**src/rtl/prof_pkg.sv**
```systemverilog
// trace, instruction and call tracker definitions shared by the profiler blocks
package prof_pkg;

	// program counter and counter widths
	localparam int ADDR_W = 32;
	localparam int CW = 32;

	// function table and call stack sizes, slot 0 stands for unlisted code
	localparam int FUNC_COUNT = 8;
	localparam int FUNC_IDX_W = 3;
	localparam int STACK_DEPTH = 8;

	// MIPS encodings the tracker looks for
	localparam logic [5:0] OP_JAL = 6'h03;
	localparam logic [5:0] FUNCT_JR = 6'h08;
	localparam logic [4:0] REG_RA = 5'd31;

	// register format, used for jr
	typedef struct packed {
		logic [5:0] opcode;
		logic [4:0] rs;
		logic [4:0] rt;
		logic [4:0] rd;
		logic [4:0] shamt;
		logic [5:0] funct;
	} r_view_s;

	// jump format, used for jal
	typedef struct packed {
		logic [5:0]  opcode;
		logic [25:0] target;
	} j_view_s;

	typedef union packed {
		r_view_s r_view;
		j_view_s j_view;
	} mips_instr_u;

	// one cycle of the core trace
	typedef struct packed {
		logic [ADDR_W-1:0] pc;
		mips_instr_u       instr;
		logic              valid;
	} trace_s;

	typedef enum logic [1:0] {
		IDLE = 2'd0,
		RUN  = 2'd1,
		DONE = 2'd2
	} tracker_state_e;

endpackage

```
**src/rtl/leap_bus_pkg.sv**
```systemverilog
// memory-mapped slave request format and register map of the profiler
package leap_bus_pkg;

	localparam int BUS_ADDR_W = 8;

	// control: bit 0 soft reset, bit 1 arm
	localparam logic [BUS_ADDR_W-1:0] REG_CTRL = 8'h00;
	// status: state [1:0], overflow [2], depth [6:3]
	localparam logic [BUS_ADDR_W-1:0] REG_STATUS = 8'h01;
	// eight function start addresses
	localparam logic [BUS_ADDR_W-1:0] REG_FUNC_BASE = 8'h10;
	// eight cycle counters, read only
	localparam logic [BUS_ADDR_W-1:0] REG_COUNT_BASE = 8'h20;

	// one host access, read data follows one cycle later
	typedef struct packed {
		logic                  chipselect;
		logic                  read;
		logic                  write;
		logic [BUS_ADDR_W-1:0] address;
		logic [31:0]           writedata;
	} bus_req_s;

endpackage

```
**src/rtl/trace_align.sv**
```systemverilog
// realigns the fetch-side core trace to the execute stage for the call tracker
`timescale 1ns/1ps

module trace_align (
	input  logic             clk,
	input  logic             reset,
	input  prof_pkg::trace_s trace_in,
	output prof_pkg::trace_s aligned,
	output logic             advance
);

	logic [prof_pkg::ADDR_W-1:0] pc_r;
	logic [prof_pkg::ADDR_W-1:0] pc_rr;
	logic [prof_pkg::ADDR_W-1:0] pc_rrr;
	prof_pkg::mips_instr_u       ins_r;
	prof_pkg::mips_instr_u       ins_rr;
	logic                        valid_r;
	logic                        valid_rr;
	logic                        pc_change;

	// the core holds pc during stalls, so only a new pc moves the pipe
	assign pc_change = (pc_r != trace_in.pc);

	always_ff @(posedge clk) begin
		if (reset) begin
			pc_r     <= '0;
			pc_rr    <= '0;
			pc_rrr   <= '0;
			ins_r    <= '0;
			ins_rr   <= '0;
			valid_r  <= 1'b0;
			valid_rr <= 1'b0;
			advance  <= 1'b0;
		end else begin
			pc_r    <= trace_in.pc;
			advance <= pc_change;
			// instruction is one stage shorter than pc so the pair matches
			if (pc_change) begin
				ins_r    <= trace_in.instr;
				ins_rr   <= ins_r;
				valid_r  <= trace_in.valid;
				valid_rr <= valid_r;
				pc_rr    <= pc_r;
				pc_rrr   <= pc_rr;
			end
		end
	end

	assign aligned = '{pc: pc_rrr, instr: ins_rr, valid: valid_rr};

endmodule

```
**src/rtl/func_lookup.sv**
```systemverilog
// function start-address table written by software, maps a call target to its index
`timescale 1ns/1ps

module func_lookup (
	input  logic                            clk,
	input  logic                            reset,
	input  logic                            tbl_we,
	input  logic [prof_pkg::FUNC_IDX_W-1:0] tbl_idx,
	input  logic [prof_pkg::ADDR_W-1:0]     tbl_addr,
	input  logic [prof_pkg::ADDR_W-1:0]     target,
	output logic [prof_pkg::ADDR_W-1:0]     entry_addr,
	output logic [prof_pkg::FUNC_IDX_W-1:0] func_idx,
	input  logic [prof_pkg::FUNC_IDX_W-1:0] tbl_rd_idx,
	output logic [prof_pkg::ADDR_W-1:0]     tbl_rd_addr
);

	logic [prof_pkg::ADDR_W-1:0]     tbl [prof_pkg::FUNC_COUNT];
	logic [prof_pkg::FUNC_IDX_W-1:0] match_idx;

	// only the hard reset clears the table, a soft reset keeps it
	always_ff @(posedge clk) begin
		if (reset) begin
			for (int i = 0; i < prof_pkg::FUNC_COUNT; i++) begin
				tbl[i] <= '0;
			end
		end else if (tbl_we) begin
			tbl[tbl_idx] <= tbl_addr;
		end
	end

	// parallel compare, lowest listed slot wins
	// slot 0 is never matched, it collects unlisted callees
	always_comb begin
		match_idx = '0;
		for (int i = prof_pkg::FUNC_COUNT - 1; i > 0; i--) begin
			if (tbl[i] == target) begin
				match_idx = prof_pkg::FUNC_IDX_W'(i);
			end
		end
	end

	always_ff @(posedge clk) begin
		if (reset) begin
			func_idx <= '0;
		end else begin
			func_idx <= match_idx;
		end
	end

	// slot 1 holds the entry function
	assign entry_addr = tbl[1];
	assign tbl_rd_addr = tbl[tbl_rd_idx];

endmodule

```
**src/rtl/call_tracker.sv**
```systemverilog
// FSM that finds run start, calls, returns and run end and keeps the call stack
`timescale 1ns/1ps

module call_tracker (
	input  logic                            clk,
	input  logic                            reset,
	input  logic                            arm,
	input  prof_pkg::trace_s                aligned,
	input  logic                            advance,
	input  logic [prof_pkg::ADDR_W-1:0]     entry_addr,
	input  logic [prof_pkg::FUNC_IDX_W-1:0] func_idx,
	output logic [prof_pkg::ADDR_W-1:0]     lookup_target,
	output logic [prof_pkg::FUNC_IDX_W-1:0] cur_func,
	output logic                            count_en,
	output logic                            exe_start,
	output logic                            exe_end,
	output prof_pkg::tracker_state_e        state,
	output logic                            overflow,
	output logic [3:0]                      depth
);

	logic [prof_pkg::FUNC_IDX_W-1:0] stack [prof_pkg::STACK_DEPTH];
	logic [3:0]                      ptr;
	logic [3:0]                      ptr_m1;
	logic [3:0]                      excess;
	logic                            pend;
	logic                            is_jal;
	logic                            is_ret;
	logic [prof_pkg::FUNC_IDX_W-1:0] push_val;

	// jal decoded through the jump view, jr $ra through the register view
	assign is_jal = aligned.valid && (aligned.instr.j_view.opcode == prof_pkg::OP_JAL);
	assign is_ret = (aligned.instr.r_view.opcode == 6'd0) &&
		(aligned.instr.r_view.funct == prof_pkg::FUNCT_JR) &&
		(aligned.instr.r_view.rs == prof_pkg::REG_RA);

	// jump target keeps the upper pc bits, func_lookup registers the result
	assign lookup_target = {aligned.pc[prof_pkg::ADDR_W-1:prof_pkg::ADDR_W-4],
		aligned.instr.j_view.target, 2'b00};

	// a lookup still in flight is the function that the stack must see
	assign push_val = pend ? func_idx : cur_func;
	assign ptr_m1 = ptr - 4'd1;

	always_ff @(posedge clk) begin
		if (reset) begin
			state     <= prof_pkg::IDLE;
			cur_func  <= '0;
			ptr       <= '0;
			excess    <= '0;
			overflow  <= 1'b0;
			pend      <= 1'b0;
			exe_start <= 1'b0;
			exe_end   <= 1'b0;
			for (int i = 0; i < prof_pkg::STACK_DEPTH; i++) begin
				stack[i] <= '0;
			end
		end else begin
			exe_start <= 1'b0;
			exe_end   <= 1'b0;
			pend      <= 1'b0;
			if (pend) begin
				cur_func <= func_idx;
			end
			case (state)
				prof_pkg::IDLE: begin
					if (arm && advance && (aligned.pc == entry_addr)) begin
						state     <= prof_pkg::RUN;
						cur_func  <= prof_pkg::FUNC_IDX_W'(1);
						exe_start <= 1'b1;
					end
				end
				prof_pkg::RUN: begin
					if (advance && is_jal) begin
						if (ptr == prof_pkg::STACK_DEPTH) begin
							// stack full, stay in the current function and remember the call
							overflow <= 1'b1;
							if (excess != '1) begin
								excess <= excess + 4'd1;
							end
						end else begin
							stack[ptr[2:0]] <= push_val;
							ptr             <= ptr + 4'd1;
							pend            <= 1'b1;
						end
					end else if (advance && is_ret) begin
						if (excess != '0) begin
							excess <= excess - 4'd1;
						end else if (ptr != '0) begin
							cur_func <= stack[ptr_m1[2:0]];
							ptr      <= ptr_m1;
						end else begin
							state   <= prof_pkg::DONE;
							exe_end <= 1'b1;
						end
					end
				end
				default: begin
				end
			endcase
		end
	end

	// every RUN cycle counts, stalls included
	assign count_en = (state == prof_pkg::RUN);
	assign depth = ptr;

endmodule

```
**src/rtl/cycle_counter.sv**
```systemverilog
// bank of per-function saturating cycle counters with a host read port
`timescale 1ns/1ps

module cycle_counter (
	input  logic                            clk,
	input  logic                            reset,
	input  logic                            clear,
	input  logic                            count_en,
	input  logic [prof_pkg::FUNC_IDX_W-1:0] cur_func,
	input  logic [prof_pkg::FUNC_IDX_W-1:0] rd_idx,
	output logic [prof_pkg::CW-1:0]         rd_count
);

	logic [prof_pkg::CW-1:0] counts [prof_pkg::FUNC_COUNT];

	always_ff @(posedge clk) begin
		if (reset || clear) begin
			for (int i = 0; i < prof_pkg::FUNC_COUNT; i++) begin
				counts[i] <= '0;
			end
		end else if (count_en) begin
			// hold at full scale instead of wrapping
			if (counts[cur_func] != '1) begin
				counts[cur_func] <= counts[cur_func] + 1'b1;
			end
		end
	end

	// combinational read port registered in the slave
	assign rd_count = counts[rd_idx];

endmodule

```
**src/rtl/leap_slave.sv**
```systemverilog
// memory-mapped slave for profiler control, status, function table and counters
`timescale 1ns/1ps

module leap_slave (
	input  logic                            clk,
	input  logic                            reset,
	input  leap_bus_pkg::bus_req_s          bus_req,
	output logic [31:0]                     readdata,
	output logic                            soft_reset,
	output logic                            arm,
	input  prof_pkg::tracker_state_e        state,
	input  logic                            overflow,
	input  logic [3:0]                      depth,
	output logic                            tbl_we,
	output logic [prof_pkg::FUNC_IDX_W-1:0] tbl_idx,
	output logic [prof_pkg::ADDR_W-1:0]     tbl_addr,
	output logic [prof_pkg::FUNC_IDX_W-1:0] tbl_rd_idx,
	input  logic [prof_pkg::ADDR_W-1:0]     tbl_rd_addr,
	output logic [prof_pkg::FUNC_IDX_W-1:0] cnt_rd_idx,
	input  logic [prof_pkg::CW-1:0]         rd_count
);

	localparam int RW = leap_bus_pkg::BUS_ADDR_W;
	localparam int IW = prof_pkg::FUNC_IDX_W;

	logic        wr;
	logic        rd;
	logic        sel_ctrl;
	logic        sel_status;
	logic        sel_func;
	logic        sel_count;
	logic [31:0] rd_mux;

	assign wr = bus_req.chipselect && bus_req.write;
	assign rd = bus_req.chipselect && bus_req.read;

	// table and counter regions are eight words each
	assign sel_ctrl = (bus_req.address == leap_bus_pkg::REG_CTRL);
	assign sel_status = (bus_req.address == leap_bus_pkg::REG_STATUS);
	assign sel_func = (bus_req.address[RW-1:IW] == leap_bus_pkg::REG_FUNC_BASE[RW-1:IW]);
	assign sel_count = (bus_req.address[RW-1:IW] == leap_bus_pkg::REG_COUNT_BASE[RW-1:IW]);

	assign tbl_we = wr && sel_func;
	assign tbl_idx = bus_req.address[IW-1:0];
	assign tbl_addr = bus_req.writedata;
	assign tbl_rd_idx = bus_req.address[IW-1:0];
	assign cnt_rd_idx = bus_req.address[IW-1:0];

	always_comb begin
		rd_mux = '0;
		if (sel_ctrl) begin
			rd_mux = {30'd0, arm, soft_reset};
		end else if (sel_status) begin
			rd_mux = {25'd0, depth, overflow, state};
		end else if (sel_func) begin
			rd_mux = tbl_rd_addr;
		end else if (sel_count) begin
			rd_mux = rd_count;
		end
	end

	// read data lands one cycle after the read and holds until the next one
	always_ff @(posedge clk) begin
		if (reset) begin
			readdata   <= '0;
			soft_reset <= 1'b0;
			arm        <= 1'b0;
		end else begin
			soft_reset <= wr && sel_ctrl && bus_req.writedata[0];
			if (wr && sel_ctrl) begin
				arm <= bus_req.writedata[1];
			end
			if (rd) begin
				readdata <= rd_mux;
			end
		end
	end

endmodule

```
**src/rtl/leap_profiler_top.sv**
```systemverilog
// function profiler top, takes the core trace and serves results to the host bus
`timescale 1ns/1ps

module leap_profiler_top (
	input  logic                   clk,
	input  logic                   reset,
	input  prof_pkg::trace_s       core_trace,
	input  leap_bus_pkg::bus_req_s bus_req,
	output logic [31:0]            readdata,
	output logic                   exe_start,
	output logic                   exe_end,
	output logic                   soft_reset
);

	prof_pkg::trace_s                aligned;
	logic                            advance;
	logic                            soft_clr;
	logic                            arm;
	logic [prof_pkg::ADDR_W-1:0]     lookup_target;
	logic [prof_pkg::ADDR_W-1:0]     entry_addr;
	logic [prof_pkg::FUNC_IDX_W-1:0] func_idx;
	logic [prof_pkg::FUNC_IDX_W-1:0] cur_func;
	logic                            count_en;
	prof_pkg::tracker_state_e        state;
	logic                            overflow;
	logic [3:0]                      depth;
	logic                            tbl_we;
	logic [prof_pkg::FUNC_IDX_W-1:0] tbl_idx;
	logic [prof_pkg::ADDR_W-1:0]     tbl_addr;
	logic [prof_pkg::FUNC_IDX_W-1:0] tbl_rd_idx;
	logic [prof_pkg::ADDR_W-1:0]     tbl_rd_addr;
	logic [prof_pkg::FUNC_IDX_W-1:0] cnt_rd_idx;
	logic [prof_pkg::CW-1:0]         rd_count;

	assign soft_clr = reset || soft_reset;

	trace_align u_align (
		.clk      (clk),
		.reset    (soft_clr),
		.trace_in (core_trace),
		.aligned  (aligned),
		.advance  (advance)
	);

	// table survives a soft reset
	func_lookup u_lookup (
		.clk         (clk),
		.reset       (reset),
		.tbl_we      (tbl_we),
		.tbl_idx     (tbl_idx),
		.tbl_addr    (tbl_addr),
		.target      (lookup_target),
		.entry_addr  (entry_addr),
		.func_idx    (func_idx),
		.tbl_rd_idx  (tbl_rd_idx),
		.tbl_rd_addr (tbl_rd_addr)
	);

	call_tracker u_tracker (
		.clk           (clk),
		.reset         (soft_clr),
		.arm           (arm),
		.aligned       (aligned),
		.advance       (advance),
		.entry_addr    (entry_addr),
		.func_idx      (func_idx),
		.lookup_target (lookup_target),
		.cur_func      (cur_func),
		.count_en      (count_en),
		.exe_start     (exe_start),
		.exe_end       (exe_end),
		.state         (state),
		.overflow      (overflow),
		.depth         (depth)
	);

	cycle_counter u_counter (
		.clk      (clk),
		.reset    (reset),
		.clear    (soft_reset),
		.count_en (count_en),
		.cur_func (cur_func),
		.rd_idx   (cnt_rd_idx),
		.rd_count (rd_count)
	);

	leap_slave u_slave (
		.clk         (clk),
		.reset       (reset),
		.bus_req     (bus_req),
		.readdata    (readdata),
		.soft_reset  (soft_reset),
		.arm         (arm),
		.state       (state),
		.overflow    (overflow),
		.depth       (depth),
		.tbl_we      (tbl_we),
		.tbl_idx     (tbl_idx),
		.tbl_addr    (tbl_addr),
		.tbl_rd_idx  (tbl_rd_idx),
		.tbl_rd_addr (tbl_rd_addr),
		.cnt_rd_idx  (cnt_rd_idx),
		.rd_count    (rd_count)
	);

endmodule

```
**config.mk**
```make
export PLATFORM = sky130hd
export DESIGN_NAME = leap_profiler_top
export DESIGN_NICKNAME = d
export VERILOG_FILES = /design/src/rtl/prof_pkg.sv /design/src/rtl/leap_bus_pkg.sv /design/src/rtl/trace_align.sv /design/src/rtl/func_lookup.sv /design/src/rtl/call_tracker.sv /design/src/rtl/cycle_counter.sv /design/src/rtl/leap_slave.sv /design/src/rtl/leap_profiler_top.sv
export SDC_FILE = /design/constraint.sdc
export NUM_CORES = 2
export LEC_CHECK = 0
export CAP_MARGIN = 20
export CORE_MARGIN = 2
export CORE_UTILIZATION = 40
export CTS_CLUSTER_DIAMETER = 30
export DETAILED_ROUTE_END_ITERATION = 10
export DONT_BUFFER_PORTS = 1
export PLACE_DENSITY = 0.65
export SLEW_MARGIN = 20
export SYNTH_ARGS = -nofsm -noshare
export SYNTH_HDL_FRONTEND = slang
export SYNTH_HIERARCHICAL = 1
export SYNTH_SLANG_ARGS = --single-unit
export TNS_END_PERCENT = 5
```
**constraint.sdc**
```tcl
create_clock -name clk -period 5.5 [get_ports clk]
set_input_delay 1.1 -clock clk [delete_from_list [all_inputs] [get_ports clk]]
set_output_delay 1.1 -clock clk [all_outputs]
set_load 0.05 [all_outputs]
```
==> metrics <==
outcome completed; I/O Buffers 0; Critical Path Slowest Stage Cell dfxtp_4; Core Util, Final 46.2%; Placer Congestion 0.927; initial antenna violation count 3; CP Data Required Time 5980 ps; Post-synth EDFFs 536; DIE AREA 101000 um2; Int Pwr 0.0131 W; Synth-to-Final Area Change 14.8%; #FFs+latches synth 753; mean post-synth cell area 12.6 um2; Final #Nets 3173; Leakage Power 15.5 nW; setup_tns 0 ps; top_reg_cell synth edfxtp_1; total core area 98100 um2; top cell type's share of synthesized area 40.8%; Compound-Gate Fraction of Synth Area 2.81%; layout cells sized above 1 19.7%; clk buf depth 3; largest stage delay on the critical path 740 ps; Post-Synth Simple-Gate Area 16.5%; setup bufs post-CTS 0; type of the worst setup path flip-flop to flip-flop; antenna viol nets, final 0; DRT Pass-1 Iters 6; Vias 25600; Worst Hold Class input pin to flip-flop; cell area power density 378 nW/um2; # clock sinks 753; htree depth 4; first-pass GRT wire length 175000 um; register area share after synthesis 51.8%; worst-path cell chain buf_12 -> nor2b_1 -> nand3_1 -> a31o_2 -> nor4_1 -> nand2b_1 -> nor4_2 -> or4_1 -> nand2_2 -> buf_12; multi-input logic area 17100 um2; most frequent CP cell buf_12; Worst-Skew Late Latency 760 ps; drt initial violations 2802; Fill cells 8726; Worst Setup Start Kind flip-flop; Final Hold Fails 0; FF-to-FF path depth 10; maximum vdd drop 0.236 mV; Seq pwr share 37.9%; number of global-route vias before repair 25700; unrepaired setup endpoints after global routing no; TritonCTS clock tree yes; Synth Area in Adders 0.158%; Total GRT Usage 23.5%; commonest non-fill, non-tap cells in the layout edfxtp_1, nor2_1, and2_1; Setup-failing EPs final 0; CTS Hold Buffers Added 0; total net switching power 0.00401 W; Max Cap Viol 0; mux contribution to synthesized area 16.7%; r2r setup slk 850 ps; fin. max-slew vios 0; Tmin final 4650 ps; maximum fanout along the worst path 41; xor-xnor portion of the synthesized cell area 7.09%; drt drc 0; CP Capture Type flip-flop; synth top area cells edfxtp_1, dfxtp_1, mux4_2; width of the die 318 um; area leader, netlist edfxtp_1; pin count of the biggest net entering global routing 139; Via-to-Cell Ratio 5.72; Initial Utilization 40.2%; count of cell types in the netlist 97; Max Fclk 215 MHz; Total Routed Length 120000 um; largest family of logic cells by synthesized area multiplexers; Post-CTS Resized 0; Mapped Cells 3131; Switching Fraction 23.4%; Clock transition at path regs 40 ps; die span in y 318 um; worst relative slew slack 26.5%; YS warnings 6; Rows 115; CTS Buf Count 161; CP Data Arrival Time 5130 ps; synthesized area 39500 um2; commonest non-fill, non-tap cell in the layout edfxtp_1; drt wl/cell 26.9 um; worst slew pin tran 1100 ps; Clock power frac 56.8%; FF+latch area 20400 um2; Comb power frac 5.3%; fin crit share 84.6%; ys async rst share 0%; total congestion overflow 0; Post-DP HPWL 81000 um; I/O pins 145; clk_skew 34.6 ps; Hold Path Cell Cnt 1; clk root buf clkbuf_16
## flip-flops by register name (all words and copies together) (netlist names), 2 cells and up
register            cells
u_counter/counts      256
u_align/pc_rr          32
u_align/pc_rrr         32
u_tracker/depth         4
u_tracker/stack        24
u_align/pc_r           32
u_tracker/cur_func      3
u_tracker/excess        4
u_align/ins_rr         32
u_slave/readdata       32
u_align/ins_r          32
u_tracker/state         2
u_lookup/tbl          256
u_lookup/func_idx       3
## synthesized netlist by cell type (all sizes together), types with 3 or more instances
library cell and number:
nand3b 6, edfxtp 536, or4 17, mux2 79, a31oi 7, clkbuf 80, nor4 60, mux4 172
a211oi 3, buf 209, and2 263, xor2 182, ha 5, nand3 13, nor2 321, nor2b 40
inv 13, or3b 3, o211ai 3, dfxtp 217, xnor2 135, or3 37, mux2i 179, a21oi 55
nor3b 8, or2 16, and3 8, a22oi 36, nand2b 214, and3b 4, nor3 20, a221o 3
nand4b 4, nand2 67, a2111oi 3, nand4 47, a22o 8, o21ai 23
## power by group through the flow
stage	Sequential (W)	Clock (W)	Combinational, W
2_1_floorplan	0.00649	0	0.000718
3_3_place_gp	0.00659	0	0.000883
3_5_place_dp	0.00659	0	0.000885
4_1_cts	0.00649	0.00984	0.000892
5_1_grt	0.00652	0.0101	0.000939
6_report	0.00650	0.00975	0.000902
## path summary, 6_finish.rpt
check | from | to
setup reg to reg | u_tracker/cur_func[2]$_SDFF_PP0_ | u_counter/counts[3][11]$_SDFFCE_PN0P_
hold reg to reg | u_align/pc_r[13]$_SDFF_PP0_ | u_align/pc_rr[13]$_SDFFE_PP0P_
setup / recovery | u_tracker/cur_func[2]$_SDFF_PP0_ | u_counter/counts[3][11]$_SDFFCE_PN0P_
hold / removal | reset | u_slave/readdata[0]$_SDFFE_PP0P_
## cell type report
| cell class | count | area share [%] |
|---|---|---|
| Sequential cell | 753 | 45.1 |
| Multi-Input combinational cell | 2075 | 37.8 |
| Clock buffer | 191 | 9.42 |
| Tap cell | 1287 | 3.55 |
| Clock inverter | 107 | 2.82 |
| Timing Repair Buffer | 53 | 1.13 |
| Inverter | 14 | 0.116 |
| Antenna cell | 2 | 0.0110 |
## metrics by stage
step	std cells	hold WS (ps)	power [W]	setup slack, ps	area [um2]
4_1_cts	4480	404	0.0172	943	45300
6_report	4482	449	0.0172	847	45300
3_5_place_dp	4182	476	0.00748	1030	39800
2_1_floorplan	3132	437	0.00721	1080	39500
3_3_place_gp	4182	473	0.00747	1100	39800
5_1_grt	4480	411	0.0176	654	45300
## per-layer routing
metal / vias to the layer above / global-route usage [%] / part of all wire (%) / routed length, um
met2: 1287 / 35.6 / 45 / 53800
met4: 0 / 10.3 / 3.9 / 4720
met5: - / 0 / 0 / 0
met3: 226 / 6.26 / 10 / 12200
li1: 11100 / - / - / -
met1: 13000 / 31.6 / 41 / 49700
## kinds of logic after synthesis
| kind of cell | count (synthesis) |
|---|---|
| other cells | 1 |
| fa+ha+maj | 5 |
| buf+inv | 304 |
| simple gates | 1159 |
| mux | 430 |
| compound gates | 162 |
| xor+xnor | 317 |
| flops | 753 |
## critical path: cells and delay by family (launching register included)
family | cells | cell delay [ps]
AOI/OAI and AO/OA | 1 | 280
buffers and inverters | 2 | 610
DFF | 1 | 740
and+or+nand+nor | 7 | 2690
Note: power is estimated with default switching activity, not from simulation.
